`src/common/sdram_pkg.sv`:
```
`default_nettype none

// ==================================================
// sdram bridge read port (f2h sdram0)
// ==================================================
package sdram_pkg;

  localparam int SDRAM_ADDR_W    = 29;  // bridge word address
  localparam int SDRAM_DATA_W    = 64;  // one read beat
  localparam int BURST_CNT_W     = 8;   // burstcount field
  localparam int BURST_LEN       = 8;   // beats per burst
  localparam int BURSTS_PER_BANK = 4;   // bursts to fill one cache bank

  // index widths inside a bank
  localparam int BEAT_IDX_W  = $clog2(BURST_LEN);        // beat within burst
  localparam int BURST_IDX_W = $clog2(BURSTS_PER_BANK);  // burst within bank

  // transfer address map
  // burst k of bank b starts at SDRAM_BASE + b*bank_words + k*BURST_LEN
  localparam logic [SDRAM_ADDR_W-1:0] SDRAM_BASE = 29'h772_0000;  // bank 0 start

  typedef logic [BURST_CNT_W-1:0] burst_cnt_t;  // burstcount value
  typedef logic [BEAT_IDX_W-1:0]  beat_idx_t;   // beat counter
  typedef logic [BURST_IDX_W-1:0] burst_idx_t;  // burst counter

  // master -> bridge
  typedef struct packed {
    logic                    read;        // held until waitrequest low
    logic [SDRAM_ADDR_W-1:0] address;     // first word of the burst
    burst_cnt_t              burstcount;  // beats requested
  } sdram_rd_req_t;

  // bridge -> master
  typedef struct packed {
    logic                    waitrequest;    // only back-pressure
    logic                    readdatavalid;  // one beat per cycle when high
    logic [SDRAM_DATA_W-1:0] readdata;
  } sdram_rd_rsp_t;

endpackage

`default_nettype wire

```
`src/common/fabric_pkg.sv`:
```
`default_nettype none

// ==================================================
// fabric side: cache geometry and reset requests
// ==================================================
package fabric_pkg;

  localparam int BANK_W = 4;  // bank select, 16 banks

  // one bank is filled by a whole transfer
  localparam int BANK_WORDS = sdram_pkg::BURST_LEN * sdram_pkg::BURSTS_PER_BANK;

  // bank select on top of the word offset, 16 x 32 words
  localparam int CACHE_ADDR_W = BANK_W + $clog2(BANK_WORDS);

  // write into the instruction cache
  typedef struct packed {
    logic                               wren;
    logic [CACHE_ADDR_W-1:0]            address;  // bank, burst, beat
    logic [sdram_pkg::SDRAM_DATA_W-1:0] data;     // beat as returned
  } cache_wr_t;

  // level requests, one per reset kind
  typedef struct packed {
    logic cold;
    logic warm;
    logic debug;
  } reset_req_t;

  // pulse lengths in clk cycles
  localparam int COLD_PULSE  = 6;
  localparam int WARM_PULSE  = 2;
  localparam int DEBUG_PULSE = 32;  // long enough for the debug core

endpackage

`default_nettype wire

```
`src/source/reset_pulse.sv`:
```
`timescale 1ns/1ps
`default_nettype none

// rising edge of a level request -> fixed length pulse
// edges that arrive while the pulse runs are lost
module reset_pulse #(
  parameter int PULSE = fabric_pkg::COLD_PULSE  // pulse length in cycles
) (
  input  wire  clk,
  input  wire  arst_n,
  input  wire  req,    // level request
  output logic pulse   // high for PULSE cycles
);

  logic                       req_q;  // request seen on the last edge
  logic                       rise;   // low -> high of the request
  logic [$clog2(PULSE+1)-1:0] cnt;    // cycles left

  assign rise = req & ~req_q;

  // ==================================================
  // edge detect and down-counter
  // ==================================================
  always_ff @(posedge clk or negedge arst_n) begin
    if (!arst_n) begin
      req_q <= 1'b0;
      cnt   <= '0;
    end else begin
      req_q <= req;  // tracks even while busy
      if (cnt != '0) begin
        cnt <= cnt - 1'b1;  // still running so any edge is dropped
      end else if (rise) begin
        cnt <= PULSE[$clog2(PULSE+1)-1:0];  // start a new pulse
      end
    end
  end

  // high from the cycle after the edge for exactly PULSE cycles
  assign pulse = (cnt != '0);

endmodule

`default_nettype wire

```
`config.mk`:
```
export PLATFORM = sky130hd
export DESIGN_NAME = reset_pulse
export DESIGN_NICKNAME = d
export VERILOG_FILES = /design/src/common/sdram_pkg.sv /design/src/common/fabric_pkg.sv /design/src/source/reset_pulse.sv
export SDC_FILE = /design/constraint.sdc
export NUM_CORES = 1
export LEC_CHECK = 0
export ABC_AREA = 1
export BUFFER_PORTS_ARGS = -buffer_cell sky130_fd_sc_hd__buf_4
export CAP_MARGIN = 40
export CORE_AREA = 3 3 40 42
export CTS_CLUSTER_SIZE = 12
export DETAILED_ROUTE_END_ITERATION = 10
export DIE_AREA = 0 0 43 45
export GPL_TIMING_DRIVEN = 0
export PLACE_DENSITY_LB_ADDON = 0.12
export SKIP_CTS_REPAIR_TIMING = 1
export SLEW_MARGIN = 20
export SYNTH_ARGS = -nofsm -noshare
export SYNTH_HDL_FRONTEND = slang
export SYNTH_SLANG_ARGS = --single-unit
```
`constraint.sdc`:
```
create_clock -name clk -period 2.65 [get_ports clk]
set_input_delay 0.265 -clock clk [delete_from_list [all_inputs] [get_ports clk]]
set_output_delay 0.265 -clock clk [all_outputs]
set_load 0.02 [all_outputs]
```
==> key figures <==
Critical path
  – CP arrival: roughly 1300 ps
  – CP max FO: 5
  – Top delay family on crit path: flip-flops
  – Critical path's largest stage delay: about 380 ps
  – Critical path's slowest cell: dfrtp_1
  – Worst Path Required: 2380 ps
  – CP dominant cell by count: inv_1
  – Endpoint class of the critical path: output pin
  – CP bufs+invs: 4
  – Type of the worst setup path: reg -> out
  – Startpoint Class: flip-flop
  – CP Cell Sequence: inv_1, ha_1, inv_1, nor2_4, inv_1, buf_4

Placed design
  – Dpl cell area: around 250 µm²
  – Placed Cells: between 40 and 50
  – GP Congestion: between 0.7 and 0.8
  – Hpwl dp: 283.4 µm
  – Port Buf Inserts: 3
  – Setup WS pre-CTS: about 1400 ps

Synthesis
  – Register area share after synthesis: 47.62%
  – Syn Std Cell Area: between 200 and 250 µm²
  – Yosys warnings: 0
  – Syn_area_per_cell: roughly 8.8 µm²
  – Syn Inst Count: 24
  – Netlist cell types: 10
  – Syn Nets: 29
  – Seq cells post-synth: 4

Timing
  – Crit share post-route: 57.34%
  – Unrepaired setup endpoints after global routing: no
  – Fin. Hold Viols: 0
  – TNS Setup: 0 ps
  – Slew margin rel.: between 80% and 90%
  – Final min period: 1520 ps
  – Worst setup margin: 1130 ps
  – Pin slew with the least headroom to its limit: 206.1 ps
  – Highest clock rate: 658.0 MHz
  – Final setup viols: 0
  – Final Max Tran Viols: 0
  – Clk_skew: 0.1830 ps

Detailed routing
  – Wire per inst: 6.826 µm
  – Routed Antenna Nets: 0
  – Residual DRC: 0
  – DRT iter0 DRCs: 1
  – Drt first pass iters: 2
  – Vias per cell: between 3 and 4
  – Final WL: 314 µm
  – Total number of vias: 157

Clocking
  – Clock sink count: 4
  – Clk buf depth: 2
  – CTS buffer count: 3
  – Worst-path clk slew: around 30 ps
  – Skew-Pair Late Insertion Delay: 230 ps
  – CTS Root Cell: clkbuf_4
  – CTS tree: done
  – Number of H-tree levels: 1

Global routing
  – Vias in the first global route: 172
  – Initial antenna violation count: 0
  – Maximum number of pins on one net before global-route repair: 6
  – First-pass GRT wire length: 600 µm
  – Gr usage total: 4.925%
  – Overflow after GRT: 0

Floorplan
  – Effective utilization at floorplan: 16.36%
  – Vert. Die Dim: 45 µm
  – Ports: 4
  – Die area: slightly below 0.002 mm²
  – Num rows: 13
  – Die Wd: 43 µm
  – Core area: 0.001285 mm²

Run status
  – Outcome: completed

Layout
  – Layout Area Growth over Synthesis: 35.12%
  – Antenna Cells: 0
  – Share of cells above drive strength 1: between 20% and 30%
  – Final Cell Area: 284.0 µm²
  – Most common cell after layout, fill and taps aside: inv_1
  – Post-route insts no fill: 46
  – Most frequent cells in the layout: inv_1 (6), nand2_1 (5), dfrtp_1 (4)
  – Final Net Count: 38

Power
  – Max VDD drop: 0.3662 mV
  – PwrDens: 1076 mW/mm²
  – Pleak: 0.1458 nW

Flow run
  – Max-Cap Viols: 0

Hold path
  – Hold Crit Class: in -> reg
## metrics by stage
stage / utilization, % / total power, mW / hold slack, ps
final: 22.10 / 0.3056 / 153.2
after global routing: 22.10 / 0.3502 / 139.9
after CTS: 21.32 / 0.3161 / -187.7
after detailed placement: 19.57 / 0.2381 / 63.99
after global placement: 19.57 / 0.2362 / 63.15
after floorplan: - / 0.2054 / -30.59
## worst register-to-register path, cell delays in order (launching register included)
cell	delay, ps
dfrtp_1	380
inv_1	90
ha_1	170
inv_1	70
nor2_4	130
nand2_2	70
nand2_1	70
nor2_2	30
## power by group
part           internal [mW]  total (mW)  switching (mW)
Combinational         0.0529       0.127          0.0745
Sequential            0.0877       0.106          0.0183
Clock                 0.0505      0.0723          0.0219
## logic make-up after synthesis
family | synth area share (%)
and+or+nand+nor | 27.38
buffers and inverters | 10.71
adders and majority gates | 11.90
AOI/OAI and AO/OA | 2.379
DFF | 47.62
## cell type report
class	instances	area, µm²
clock buffers	3	22.52
fillers	145	1001
inverters	6	22.52
multi-input cells	14	87.58
flip-flops and latches	4	100.1
well taps	15	18.77
repair buffers	4	32.53
## sequential cells by signal (all words and copies together) (netlist names)
signal	flops
cnt	3
req_q	1
## cells in the mapped netlist
master | instances | area, µm²
dfrtp_1 | 4 | 100.1
inv_1 | 6 | 22.52
nor2_2 | 1 | 6.260
nand2_1 | 5 | 18.77
nand3_1 | 2 | 10.01
nand2_2 | 1 | 6.260
nor2_4 | 1 | 11.26
o21ai_0 | 1 | 5.000
nor3_1 | 1 | 5.000
ha_1 | 2 | 25.02
## final timing paths
path,from,end,slack (ps),depth (start not counted)
max,cnt[0]$_DFFE_PN0P_,pulse,1130,6
min,req,req_q$_DFF_PN0_,150,1
max reg2reg,cnt[0]$_DFFE_PN0P_,cnt[2]$_DFFE_PN0P_,1540,7
min reg2reg,cnt[0]$_DFFE_PN0P_,cnt[0]$_DFFE_PN0P_,500,1
max in group asynchronous,arst_n,cnt[1]$_DFFE_PN0P_,2190,2
min in group asynchronous,arst_n,req_q$_DFF_PN0_,370,2
## layer usage
layer | GRT usage [%] | wire (µm) | up-vias
met3 | 2.390 | 13 | 0
met1 | 3.398 | 115 | 69
met2 | 8.084 | 185 | 3
met4 | 7.229 | 0 | 0
met5 | 0 | 0 | -
li1 | - | - | 85
Power figures use the tool's default switching activity.
