--- config.mk ---
export PLATFORM = sky130hd
export DESIGN_NAME = mtu_ctrl
export DESIGN_NICKNAME = d
export VERILOG_FILES = /design/src/common/sdram_pkg.sv /design/src/common/fabric_pkg.sv /design/src/mtu/mtu_ctrl.sv
export SDC_FILE = /design/constraint.sdc
export NUM_CORES = 1
export LEC_CHECK = 0
export ABC_AREA = 1
export BUFFER_PORTS_ARGS = -buffer_cell sky130_fd_sc_hd__clkbuf_2
export CELL_PAD_IN_SITES_DETAIL_PLACEMENT = 0
export CELL_PAD_IN_SITES_GLOBAL_PLACEMENT = 1
export CORE_ASPECT_RATIO = 1.25
export CORE_MARGIN = 2
export CORE_UTILIZATION = 33
export DETAILED_ROUTE_END_ITERATION = 10
export GPL_TIMING_DRIVEN = 1
export PLACE_DENSITY = 0.78
export SYNTH_ARGS = -nofsm -noshare
export SYNTH_HDL_FRONTEND = slang
export SYNTH_SLANG_ARGS = --single-unit
export TNS_END_PERCENT = 5
--- constraint.sdc ---
create_clock -name clk -period 5.1 [get_ports clk]
set_input_delay 1.53 -clock clk [delete_from_list [all_inputs] [get_ports clk]]
set_output_delay 1.53 -clock clk [all_outputs]
set_load 0.02 [all_outputs]
--- src/common/sdram_pkg.sv ---
`default_nettype none

// ==================================================
// sdram bridge read port (f2h sdram0)
// ==================================================
package sdram_pkg;

  localparam int SDRAM_ADDR_W    = 29;  // bridge word address
  localparam int SDRAM_DATA_W    = 64;  // one read beat
  localparam int BURST_CNT_W     = 8;   // burstcount field
  localparam int BURST_LEN       = 8;   // beats per burst
  localparam int BURSTS_PER_BANK = 4;   // bursts to fill one cache bank

  // index widths inside a bank
  localparam int BEAT_IDX_W  = $clog2(BURST_LEN);        // beat within burst
  localparam int BURST_IDX_W = $clog2(BURSTS_PER_BANK);  // burst within bank

  // transfer address map
  // burst k of bank b starts at SDRAM_BASE + b*bank_words + k*BURST_LEN
  localparam logic [SDRAM_ADDR_W-1:0] SDRAM_BASE = 29'h772_0000;  // bank 0 start

  typedef logic [BURST_CNT_W-1:0] burst_cnt_t;  // burstcount value
  typedef logic [BEAT_IDX_W-1:0]  beat_idx_t;   // beat counter
  typedef logic [BURST_IDX_W-1:0] burst_idx_t;  // burst counter

  // master -> bridge
  typedef struct packed {
    logic                    read;        // held until waitrequest low
    logic [SDRAM_ADDR_W-1:0] address;     // first word of the burst
    burst_cnt_t              burstcount;  // beats requested
  } sdram_rd_req_t;

  // bridge -> master
  typedef struct packed {
    logic                    waitrequest;    // only back-pressure
    logic                    readdatavalid;  // one beat per cycle when high
    logic [SDRAM_DATA_W-1:0] readdata;
  } sdram_rd_rsp_t;

endpackage

`default_nettype wire

--- src/common/fabric_pkg.sv ---
`default_nettype none

// ==================================================
// fabric side: cache geometry and reset requests
// ==================================================
package fabric_pkg;

  localparam int BANK_W = 4;  // bank select, 16 banks

  // one bank is filled by a whole transfer
  localparam int BANK_WORDS = sdram_pkg::BURST_LEN * sdram_pkg::BURSTS_PER_BANK;

  // bank select on top of the word offset, 16 x 32 words
  localparam int CACHE_ADDR_W = BANK_W + $clog2(BANK_WORDS);

  // write into the instruction cache
  typedef struct packed {
    logic                               wren;
    logic [CACHE_ADDR_W-1:0]            address;  // bank, burst, beat
    logic [sdram_pkg::SDRAM_DATA_W-1:0] data;     // beat as returned
  } cache_wr_t;

  // level requests, one per reset kind
  typedef struct packed {
    logic cold;
    logic warm;
    logic debug;
  } reset_req_t;

  // pulse lengths in clk cycles
  localparam int COLD_PULSE  = 6;
  localparam int WARM_PULSE  = 2;
  localparam int DEBUG_PULSE = 32;  // long enough for the debug core

endpackage

`default_nettype wire

--- src/mtu/mtu_ctrl.sv ---
`timescale 1ns/1ps
`default_nettype none

// memory transfer unit
// reads one bank from sdram in bursts and writes each beat into the cache
module mtu_ctrl (
  input  wire                             clk,
  input  wire                             arst_n,
  input  wire                             cold_rst,     // abort to idle
  input  wire                             enable_xfer,  // level, edge starts a transfer
  input  wire [fabric_pkg::BANK_W-1:0]    cache_bank,   // bank to fill
  output sdram_pkg::sdram_rd_req_t        sdram_req,
  input  wire sdram_pkg::sdram_rd_rsp_t   sdram_rsp,
  output fabric_pkg::cache_wr_t           cache_wr,
  output logic                            xfer_busy
);

  typedef enum logic [1:0] {
    ST_IDLE,  // waiting for enable edge
    ST_REQ,   // read held until waitrequest low
    ST_RECV   // collecting BURST_LEN beats
  } state_t;

  state_t                              state;
  logic                                en_q;        // enable seen last edge
  logic                                start;       // new transfer
  logic                                beat_ok;     // beat taken this cycle
  logic                                last_beat;
  logic                                last_burst;
  logic [fabric_pkg::BANK_W-1:0]       bank_q;      // bank latched at start
  sdram_pkg::burst_idx_t               burst_cnt;   // burst within bank
  sdram_pkg::beat_idx_t                beat_cnt;    // beat within burst
  logic [sdram_pkg::SDRAM_ADDR_W-1:0]  burst_ofs;   // word offset of current burst
  logic                                wr_en_q;
  logic [fabric_pkg::CACHE_ADDR_W-1:0] wr_addr_q;
  logic [sdram_pkg::SDRAM_DATA_W-1:0]  wr_data_q;

  assign start      = enable_xfer & ~en_q & (state == ST_IDLE);
  assign beat_ok    = (state == ST_RECV) & sdram_rsp.readdatavalid;
  assign last_beat  = (beat_cnt == sdram_pkg::beat_idx_t'(sdram_pkg::BURST_LEN - 1));
  assign last_burst = (burst_cnt == sdram_pkg::burst_idx_t'(sdram_pkg::BURSTS_PER_BANK - 1));

  // ==================================================
  // transfer FSM
  // ==================================================
  always_ff @(posedge clk or negedge arst_n) begin
    if (!arst_n) begin
      state     <= ST_IDLE;
      en_q      <= 1'b0;
      bank_q    <= '0;
      burst_cnt <= '0;
      beat_cnt  <= '0;
    end else begin
      en_q <= enable_xfer;  // edges during an abort are lost
      if (cold_rst) begin
        state <= ST_IDLE;  // cold reset wins over everything
      end else begin
        case (state)
          ST_IDLE: begin
            if (start) begin
              bank_q    <= cache_bank;
              burst_cnt <= '0;
              state     <= ST_REQ;
            end
          end
          ST_REQ: begin
            // accepted on the edge where waitrequest is low
            if (!sdram_rsp.waitrequest) begin
              beat_cnt <= '0;
              state    <= ST_RECV;
            end
          end
          ST_RECV: begin
            if (sdram_rsp.readdatavalid) begin
              beat_cnt <= beat_cnt + 1'b1;
              if (last_beat) begin
                if (last_burst) begin
                  state <= ST_IDLE;  // bank complete
                end else begin
                  burst_cnt <= burst_cnt + 1'b1;
                  state     <= ST_REQ;  // next burst right away
                end
              end
            end
          end
          default: state <= ST_IDLE;
        endcase
      end
    end
  end

  // ==================================================
  // beat -> cache write, one cycle later
  // ==================================================
  always_ff @(posedge clk or negedge arst_n) begin
    if (!arst_n) begin
      wr_en_q <= 1'b0;
    end else begin
      wr_en_q <= beat_ok & ~cold_rst;
    end
  end

  always_ff @(posedge clk) begin
    if (beat_ok) begin
      wr_addr_q <= {bank_q, burst_cnt, beat_cnt};  // b*BANK_WORDS + k*BURST_LEN + j
      wr_data_q <= sdram_rsp.readdata;
    end
  end

  assign cache_wr = '{wren: wr_en_q, address: wr_addr_q, data: wr_data_q};

  // bank and burst offset, beat bits zero
  assign burst_ofs = {{(sdram_pkg::SDRAM_ADDR_W - fabric_pkg::CACHE_ADDR_W){1'b0}},
                      bank_q, burst_cnt, sdram_pkg::beat_idx_t'(0)};

  // request stays put while waitrequest is high
  assign sdram_req = '{
    read:       (state == ST_REQ) & ~cold_rst,
    address:    sdram_pkg::SDRAM_BASE + burst_ofs,
    burstcount: sdram_pkg::burst_cnt_t'(sdram_pkg::BURST_LEN)
  };

  assign xfer_busy = (state != ST_IDLE) & ~cold_rst;  // low for the whole abort

endmodule

`default_nettype wire

==> metrics.txt, run 1 <==
# TYPE chip_impl_metric gauge
chip_impl_metric{name="wire_per_inst",unit="um"} 13.5
chip_impl_info{name="synthTopCellsByArea",value="sky130_fd_sc_hd__edfxtp_1 (71%), sky130_fd_sc_hd__dfrtp_1 (10%), sky130_fd_sc_hd__buf_4 (7.7%)"} 1
chip_impl_info{name="synthTopCellsByCount",value="sky130_fd_sc_hd__edfxtp_1 (73), sky130_fd_sc_hd__buf_4 (32), sky130_fd_sc_hd__nand2_1 (19), sky130_fd_sc_hd__dfrtp_1 (13), sky130_fd_sc_hd__nand3_1 (9)"} 1
chip_impl_metric{name="drcViolationCount",unit=""} 0
chip_impl_metric{name="crit_path_max_incr_delay",unit="ns"} 0.19
chip_impl_metric{name="p_per_area",unit="nW/um^2"} 405
chip_impl_metric{name="final.hold.worst_slack",unit="ns"} 0.474
chip_impl_metric{name="row_count",unit=""} 39
chip_impl_info{name="worstPathCellList",value="clkbuf_2, nor2_2, clkbuf_2"} 1
chip_impl_metric{name="max_freq",unit="GHz"} 0.284
chip_impl_metric{name="ys_async_sr_fraction",unit="%"} 15.1
chip_impl_metric{name="clock_power_share",unit="%"} 39.3
chip_impl_metric{name="cts_made_buffers",unit=""} 9
chip_impl_metric{name="vias",unit=""} 1917
chip_impl_metric{name="final_antenna_diode_count",unit=""} 0
chip_impl_metric{name="cts_setup_buffers",unit=""} 0
chip_impl_metric{name="synthDistinctLibCells",unit=""} 16
chip_impl_metric{name="worst_slew_margin_rel",unit="%"} 41.2
chip_impl_metric{name="die_height",unit="um"} 112
chip_impl_metric{name="syn_area_per_cell",unit="sq um"} 16.9
chip_impl_info{name="maxUsedRoutingLayer",value="met4"} 1
chip_impl_metric{name="floorplan.initialDensity",unit="%"} 34.0
chip_impl_metric{name="p_seq_share",unit="%"} 49.2
chip_impl_metric{name="layout.filler_cells",unit=""} 819
chip_impl_metric{name="die_area",unit="sq um"} 10200
chip_impl_info{name="hp-class",value="reg -> reg"} 1
chip_impl_info{name="path_class",value="in -> out"} 1
chip_impl_metric{name="fin_ws",unit="ns"} 1.58
chip_impl_metric{name="die_width",unit="um"} 90.7
chip_impl_metric{name="post_dp_cell_area",unit="sq um"} 3910
chip_impl_info{name="crit_path_top_delay_cell",value="sky130_fd_sc_hd__clkbuf_2"} 1
chip_impl_metric{name="totalWireLength",unit="um"} 6410
chip_impl_metric{name="final_period_minus_worst_setup_slack",unit="ns"} 3.52
chip_impl_info{name="rsz0062_at_grt",value="no"} 1
chip_impl_metric{name="tightestPinTransition",unit="ns"} 0.882
chip_impl_info{name="tritoncts",value="done"} 1
chip_impl_metric{name="htreeDepth",unit=""} 3
chip_impl_metric{name="drt-pass1-iter-count",unit=""} 4
chip_impl_metric{name="synth_warnings",unit=""} 0
chip_impl_metric{name="arrival",unit="ns"} 1.99
chip_impl_info{name="synth_flop_cell",value="sky130_fd_sc_hd__edfxtp_1"} 1
chip_impl_info{name="worstSetupEndpointType",value="output port"} 1
chip_impl_metric{name="combined_global_route_utilization_of_all_metal_layers",unit="%"} 12.9
chip_impl_metric{name="ys_seq_area_share",unit="%"} 81.2
chip_impl_metric{name="detailroute.wirelength.met2",unit="um"} 3250
chip_impl_metric{name="preCtsSetupSlack",unit="ns"} 1.58
chip_impl_metric{name="cts_resized",unit=""} 0
chip_impl_metric{name="gp_routability_congestion",unit=""} 0.764
chip_impl_info{name="critical-path-top-cell-by-count",value="sky130_fd_sc_hd__clkbuf_2"} 1
chip_impl_metric{name="post-dp-hpwl",unit="um"} 5040
chip_impl_info{name="rr_endpoint",value="wr_data_q[41]"} 1
chip_impl_metric{name="comb_power_share",unit="%"} 11.5
chip_impl_info{name="clk_root_buffer_cell",value="sky130_fd_sc_hd__clkbuf_16"} 1
chip_impl_metric{name="antenna_violations_before_repair",unit=""} 0
chip_impl_metric{name="finalNonFillerCells",unit=""} 475
chip_impl_metric{name="clock_insertion_delay_worst_skew",unit="ns"} 0.32
chip_impl_metric{name="post_drt_via_cell_ratio",unit=""} 4.04
chip_impl_metric{name="global_route.overflow_total",unit=""} 0
chip_impl_metric{name="timing.final.hold_violations",unit=""} 0
chip_impl_metric{name="port-buffer-count",unit=""} 155
chip_impl_metric{name="core-area",unit="sq um"} 9130
chip_impl_metric{name="synth-edff-count",unit=""} 73
chip_impl_metric{name="stdcell_area",unit="sq um"} 4230
chip_impl_info{name="yosysMostFrequentCell",value="sky130_fd_sc_hd__edfxtp_1"} 1
chip_impl_metric{name="first_global_vias",unit=""} 1800
chip_impl_metric{name="numPlacedInstances",unit=""} 460
chip_impl_metric{name="depth_of_the_worst_register_to_register_path",unit=""} 4
chip_impl_metric{name="power_switching_share",unit="%"} 23.7
chip_impl_info{name="synthDominantAreaCellType",value="sky130_fd_sc_hd__edfxtp_1"} 1
chip_impl_metric{name="yosys_register_bits",unit=""} 86
chip_impl_info{name="worstSetupEndpoint",value="sdram_req[37]"} 1
chip_impl_info{name="crit_path_start",value="cold_rst"} 1
chip_impl_metric{name="synth.cell_area",unit="sq um"} 3100
chip_impl_metric{name="power.switching",unit="uW"} 405
chip_impl_metric{name="grt_start_max_net_pins",unit=""} 74
chip_impl_info{name="crit-reg2reg-launch",value="state[0]"} 1
chip_impl_metric{name="cts.sink_count",unit=""} 86
chip_impl_metric{name="buffer_depth_of_the_longest_clock_path",unit=""} 2
chip_impl_metric{name="reg2reg_setup_slack",unit="ns"} 3.24
chip_impl_metric{name="drtAntennaViolNets",unit=""} 0
chip_impl_metric{name="timing.clock.skew",unit="ns"} 0.00684
chip_impl_metric{name="detailroute.wirelength.met3",unit="um"} 704
chip_impl_metric{name="cts_hold_repair.buffers",unit=""} 0
chip_impl_metric{name="syn_inst",unit=""} 184
chip_impl_metric{name="drt-initial-drc-count",unit=""} 119
chip_impl_metric{name="timing.setup.tns",unit="ns"} 0
chip_impl_metric{name="ioPinCount",unit=""} 187
chip_impl_metric{name="cap_viol_max_count",unit=""} 0
chip_impl_metric{name="vdd_ir_drop_max",unit="uV"} 206
chip_impl_metric{name="areaGrowthSynthToFinish",unit="%"} 36.4
chip_impl_metric{name="clkSlewWorstSetupHoldPaths",unit="ns"} 0.06
chip_impl_metric{name="required_time_at_the_worst_slack_endpoint",unit="ns"} 3.57
chip_impl_metric{name="grt_first_pass_wirelength",unit="um"} 9790
chip_impl_info{name="outcome",value="finished, final reports clean"} 1
chip_impl_metric{name="drt-met1-wl",unit="um"} 2350
chip_impl_metric{name="finalCritPeriodShare",unit="%"} 69.0
chip_impl_metric{name="maxSlewViolCount",unit=""} 0
chip_impl_metric{name="finalSetupViolCount",unit=""} 0
chip_impl_metric{name="drive_above_1_share",unit="%"} 52.8
chip_impl_metric{name="finalNetCount",unit=""} 425
chip_impl_info{name="startpoint_type",value="input port"} 1
chip_impl_metric{name="internal-power",unit="mW"} 1.31
chip_impl_metric{name="power.leakage",unit="nW"} 1.94
chip_impl_metric{name="timing.critical_path.fanout_max",unit=""} 4
chip_impl_metric{name="synth.top_cell.area_share",unit="%"} 70.7
-- registers in the layout, indices dropped and copies added (netlist names) --
| signal | flops |
|---|---|
| beat_cnt | 3 |
| wr_data_q | 64 |
| bank_q | 4 |
| en_q | 1 |
| wr_addr_q | 9 |
| wr_en_q | 1 |
| state | 2 |
| burst_cnt | 2 |
-- per-stage QoR --
| step | utilization, % | power (mW) |
|---|---|---|
| 4_1_cts | 46.3 | 1.73 |
| 3_5_place_dp | 42.9 | 1.06 |
| 2_1_floorplan | - | 0.992 |
| 5_1_grt | 46.3 | 1.78 |
| 6_report | 46.3 | 1.71 |
| 3_3_place_gp | 42.9 | 1.05 |
-- placed cells by master (no fill, tap or decap) --
cell	synthesis	routed
sky130_fd_sc_hd__nand4_4	1	1
sky130_fd_sc_hd__clkbuf_16	0	9
sky130_fd_sc_hd__clkbuf_1	0	1
sky130_fd_sc_hd__buf_4	32	1
sky130_fd_sc_hd__nand3_1	9	9
sky130_fd_sc_hd__inv_2	5	5
sky130_fd_sc_hd__nand3_2	1	1
sky130_fd_sc_hd__nand2_2	4	4
sky130_fd_sc_hd__o21ai_1	6	6
sky130_fd_sc_hd__edfxtp_1	73	73
sky130_fd_sc_hd__ha_1	3	3
sky130_fd_sc_hd__nand2_1	19	19
sky130_fd_sc_hd__nor2_2	3	3
sky130_fd_sc_hd__clkinvlp_4	0	1
sky130_fd_sc_hd__nand4_2	1	1
sky130_fd_sc_hd__bufinv_16	0	2
sky130_fd_sc_hd__conb_1	2	31
sky130_fd_sc_hd__clkbuf_2	0	155
sky130_fd_sc_hd__clkinv_4	0	2
sky130_fd_sc_hd__inv_1	8	8
sky130_fd_sc_hd__nor2_1	4	3
sky130_fd_sc_hd__nor2_4	0	1
sky130_fd_sc_hd__dfrtp_1	13	13
-- power groups by stage --
stage               logic (mW)  registers [mW]  clock network (mW)
detailed placement       0.199           0.857                   0
finish                   0.196           0.842               0.672
CTS                      0.199           0.843               0.689
global route             0.217           0.848               0.713
global placement         0.194           0.854                   0
floorplan               0.0991           0.893                   0
-- worst max-delay path: cells and delay by family --
kind / cells / cell delay, ns
AND/OR/NAND/NOR: 1 / 0.15
buffers and inverters: 2 / 0.31
-- cell type report --
class	count	area, sq um	area share (%)
clock buffer	10	229	5.42
tap	123	154	3.64
timing repair buffer	156	783	18.5
inverter	13	48.8	1.15
sequential	86	2520	59.5
multi-input combinational	82	410	9.71
clock inverter	5	85.1	2.01
-- how the worst min path moves through the flow --
stage | startpoint | to | slack [ns] | cells after the start
final | bank_q[2] | wr_addr_q[7] | 0.47 | 0
after global routing | bank_q[2] | wr_addr_q[7] | 0.49 | 0
after CTS | bank_q[2] | wr_addr_q[7] | 0.48 | 0
after detailed placement | bank_q[2] | wr_addr_q[7] | 0.46 | 0
after global placement | bank_q[2] | wr_addr_q[7] | 0.46 | 0
after floorplan | beat_cnt[1] | wr_addr_q[1] | 0.45 | 0
-- kinds of logic after synthesis --
| kind of cell | share of synthesized area [%] |
|---|---|
| buffers and inverters | 9.32 |
| flip-flops | 81.2 |
| other | 0.242 |
| AND/OR/NAND/NOR | 7.06 |
| AO/OA/AOI/OAI | 0.969 |
| adder cells (fa/ha/maj) | 1.21 |
-- layer usage --
layer | global-route usage [%] | vias up
li1 | - | 906
met1 | 14.5 | 879
met2 | 21.7 | 126
met3 | 5.30 | 6
met4 | 5.23 | 0
met5 | 0 | -
Note: power is estimated with default switching activity, not from simulation.
==> run 2: changes to the inputs <==
CORE_UTILIZATION = 30   (was 33)
PLACE_DENSITY = 0.74   (was 0.78)
clock period = 3.2 ns   (was 5.1 ns; I/O delays follow)
==> run 2 against run 1 <==
Against the previous run:
- first-iteration DRC count decreased by 33%
- total power increased by 56%
- cell area decreased by 0.12%
- sequential share of layout area increased by 0.071 points
- register-to-register slack got worse by 1.6 ns
- critical path depth unchanged
- clock skew decreased by 0.0028 ns
- global-route usage decreased by 0.86 points
- via count increased by 2.1%
- clock power increased by 49%
- hold slack improved by 0.020 ns
- largest cell class unchanged
==> metrics.txt, run 2 (synthesized netlist as in run 1, its figures left out) <==
# TYPE chip_impl_metric gauge
chip_impl_metric{name="port-buffer-count",unit=""} 155
chip_impl_metric{name="grt_first_pass_wirelength",unit="um"} 9730
chip_impl_metric{name="antenna_violations_before_repair",unit=""} 0
chip_impl_metric{name="vdd_ir_drop_max",unit="uV"} 271
chip_impl_info{name="hp-class",value="reg -> reg"} 1
chip_impl_metric{name="finalNonFillerCells",unit=""} 482
chip_impl_metric{name="timing.critical_path.fanout_max",unit=""} 4
chip_impl_metric{name="timing.final.hold_violations",unit=""} 0
chip_impl_metric{name="vias",unit=""} 1957
chip_impl_info{name="tritoncts",value="done"} 1
chip_impl_metric{name="core-area",unit="sq um"} 10100
chip_impl_metric{name="final_antenna_diode_count",unit=""} 0
chip_impl_metric{name="cts_made_buffers",unit=""} 9
chip_impl_info{name="worstSetupEndpointType",value="output port"} 1
chip_impl_metric{name="drt-pass1-iter-count",unit=""} 6
chip_impl_metric{name="wire_per_inst",unit="um"} 14.1
chip_impl_metric{name="floorplan.initialDensity",unit="%"} 30.7
chip_impl_metric{name="largest_reg_flops",unit=""} 64
chip_impl_metric{name="maxSlewViolCount",unit=""} 0
chip_impl_metric{name="finalCritPeriodShare",unit="%"} 75.2
chip_impl_metric{name="clkSlewWorstSetupHoldPaths",unit="ns"} 0.06
chip_impl_metric{name="cts.sink_count",unit=""} 86
chip_impl_metric{name="numPlacedInstances",unit=""} 466
chip_impl_info{name="registers.top_by_ff_count",value="wr_data_q"} 1
chip_impl_metric{name="drtAntennaViolNets",unit=""} 0
chip_impl_metric{name="cts_setup_buffers",unit=""} 0
chip_impl_metric{name="timing.clock.skew",unit="ns"} 0.00402
chip_impl_metric{name="first_global_vias",unit=""} 1865
chip_impl_metric{name="areaGrowthSynthToFinish",unit="%"} 36.2
chip_impl_info{name="clk_root_buffer_cell",value="sky130_fd_sc_hd__clkbuf_16"} 1
chip_impl_metric{name="timing.setup.tns",unit="ns"} 0
chip_impl_metric{name="cts_resized",unit=""} 0
chip_impl_info{name="path_class",value="in -> out"} 1
chip_impl_metric{name="die_height",unit="um"} 118
chip_impl_metric{name="gp_routability_congestion",unit=""} 0.771
chip_impl_metric{name="global_route.overflow_total",unit=""} 0
chip_impl_metric{name="layout.filler_cells",unit=""} 935
chip_impl_info{name="layout.cells.most_common_list",value="sky130_fd_sc_hd__clkbuf_2 (155), sky130_fd_sc_hd__edfxtp_1 (73), sky130_fd_sc_hd__conb_1 (31), sky130_fd_sc_hd__nand2_1 (19), sky130_fd_sc_hd__dfrtp_1 (13)"} 1
chip_impl_metric{name="totalWireLength",unit="um"} 6800
chip_impl_metric{name="final_period_minus_worst_setup_slack",unit="ns"} 2.41
chip_impl_metric{name="finalSetupViolCount",unit=""} 0
chip_impl_metric{name="arrival",unit="ns"} 1.45
chip_impl_metric{name="buffer_depth_of_the_longest_clock_path",unit=""} 2
chip_impl_metric{name="row_count",unit=""} 41
chip_impl_metric{name="htreeDepth",unit=""} 3
chip_impl_info{name="rsz0062_at_grt",value="no"} 1
chip_impl_metric{name="post_drt_via_cell_ratio",unit=""} 4.06
chip_impl_metric{name="die_width",unit="um"} 94.9
chip_impl_metric{name="die_area",unit="sq um"} 11200
chip_impl_metric{name="combined_global_route_utilization_of_all_metal_layers",unit="%"} 12.0
chip_impl_metric{name="power.leakage",unit="nW"} 1.94
chip_impl_metric{name="ioPinCount",unit=""} 187
chip_impl_info{name="startpoint_type",value="input port"} 1
chip_impl_metric{name="cap_viol_max_count",unit=""} 0
chip_impl_metric{name="drcViolationCount",unit=""} 0
chip_impl_metric{name="p_per_area",unit="nW/um^2"} 631
chip_impl_metric{name="final.hold.worst_slack",unit="ns"} 0.495
chip_impl_metric{name="required_time_at_the_worst_slack_endpoint",unit="ns"} 2.24
chip_impl_metric{name="clock_insertion_delay_worst_skew",unit="ns"} 0.33
chip_impl_metric{name="preCtsSetupSlack",unit="ns"} 0.746
chip_impl_metric{name="grt_start_max_net_pins",unit=""} 74
chip_impl_metric{name="drive_above_1_share",unit="%"} 52.4
chip_impl_info{name="most_frequent_standard_cell_in_the_layout_excluding_fill_and_tap_cells",value="sky130_fd_sc_hd__clkbuf_2"} 1
chip_impl_metric{name="max_freq",unit="GHz"} 0.416
chip_impl_metric{name="drt-initial-drc-count",unit=""} 80
chip_impl_info{name="reg.largest.list",value="wr_data_q (64), wr_addr_q (9), bank_q (4)"} 1
chip_impl_metric{name="cts_hold_repair.buffers",unit=""} 0
chip_impl_metric{name="post-dp-hpwl",unit="um"} 5290
chip_impl_metric{name="fin_ws",unit="ns"} 0.795
chip_impl_metric{name="finalNetCount",unit=""} 425
chip_impl_info{name="outcome",value="finished, final reports clean"} 1
## run 2: cell count changes in the layout (fill, tap and decap cells not counted), sizes merged
cell / before / now
inv: 13 / 14
clkbuf: 165 / 164
bufinv: 2 / 1
clkinvlp: 1 / 0
clkinv: 2 / 5
## run 2: final timing paths
path	endpoint	startpoint	slack (ns)	cells after the start
setup / recovery	xfer_busy	cold_rst	0.79	3
hold / removal	wr_addr_q[5]	bank_q[0]	0.49	0
setup reg to reg	wr_addr_q[4]	state[1]	1.65	3
hold reg to reg	wr_addr_q[5]	bank_q[0]	0.49	0
max in group asynchronous	burst_cnt[0]	arst_n	2.41	1
min in group asynchronous	beat_cnt[0]	arst_n	0.53	1
## run 2: cell type report
| class | count | area [sq um] | area share, % |
|---|---|---|---|
| clock inverter | 7 | 63.8 | 1.51 |
| tap | 129 | 161 | 3.82 |
| timing repair buffer | 156 | 796 | 18.8 |
| clock buffer | 9 | 225 | 5.33 |
| multi-input combinational | 82 | 410 | 9.72 |
| inverter | 13 | 48.8 | 1.16 |
| sequential | 86 | 2520 | 59.6 |
## run 2: through the flow
stage / total power [mW] / utilization [%] / cell area [sq um]
after floorplan: 1.58 / - / 3220
after global placement: 1.68 / 38.9 / 3930
after detailed placement: 1.69 / 38.9 / 3930
after CTS: 2.71 / 41.8 / 4220
after global routing: 2.78 / 41.8 / 4220
final: 2.67 / 41.8 / 4220
## run 2: report_power, final
| group | internal (mW) | leakage (nW) | switching [mW] |
|---|---|---|---|
| logic | 0.102 | 0.964 | 0.215 |
| clock network | 0.599 | 0.142 | 0.406 |
| registers | 1.30 | 0.832 | 0.0450 |
## run 2: layer usage
layer  vias to the layer above  GRT usage, %  wire (um)
met5                         -             0          0
met4                         0          7.43        231
met3                        17          4.35        809
met2                       138          20.7       3410
met1                       892          12.0       2350
li1                        910             -          -
## run 2: worst max-delay path, stage by stage
cell and delay [ns]:
sky130_fd_sc_hd__clkbuf_2 0.13, sky130_fd_sc_hd__nor2_1 0.16, sky130_fd_sc_hd__clkbuf_2 0.19
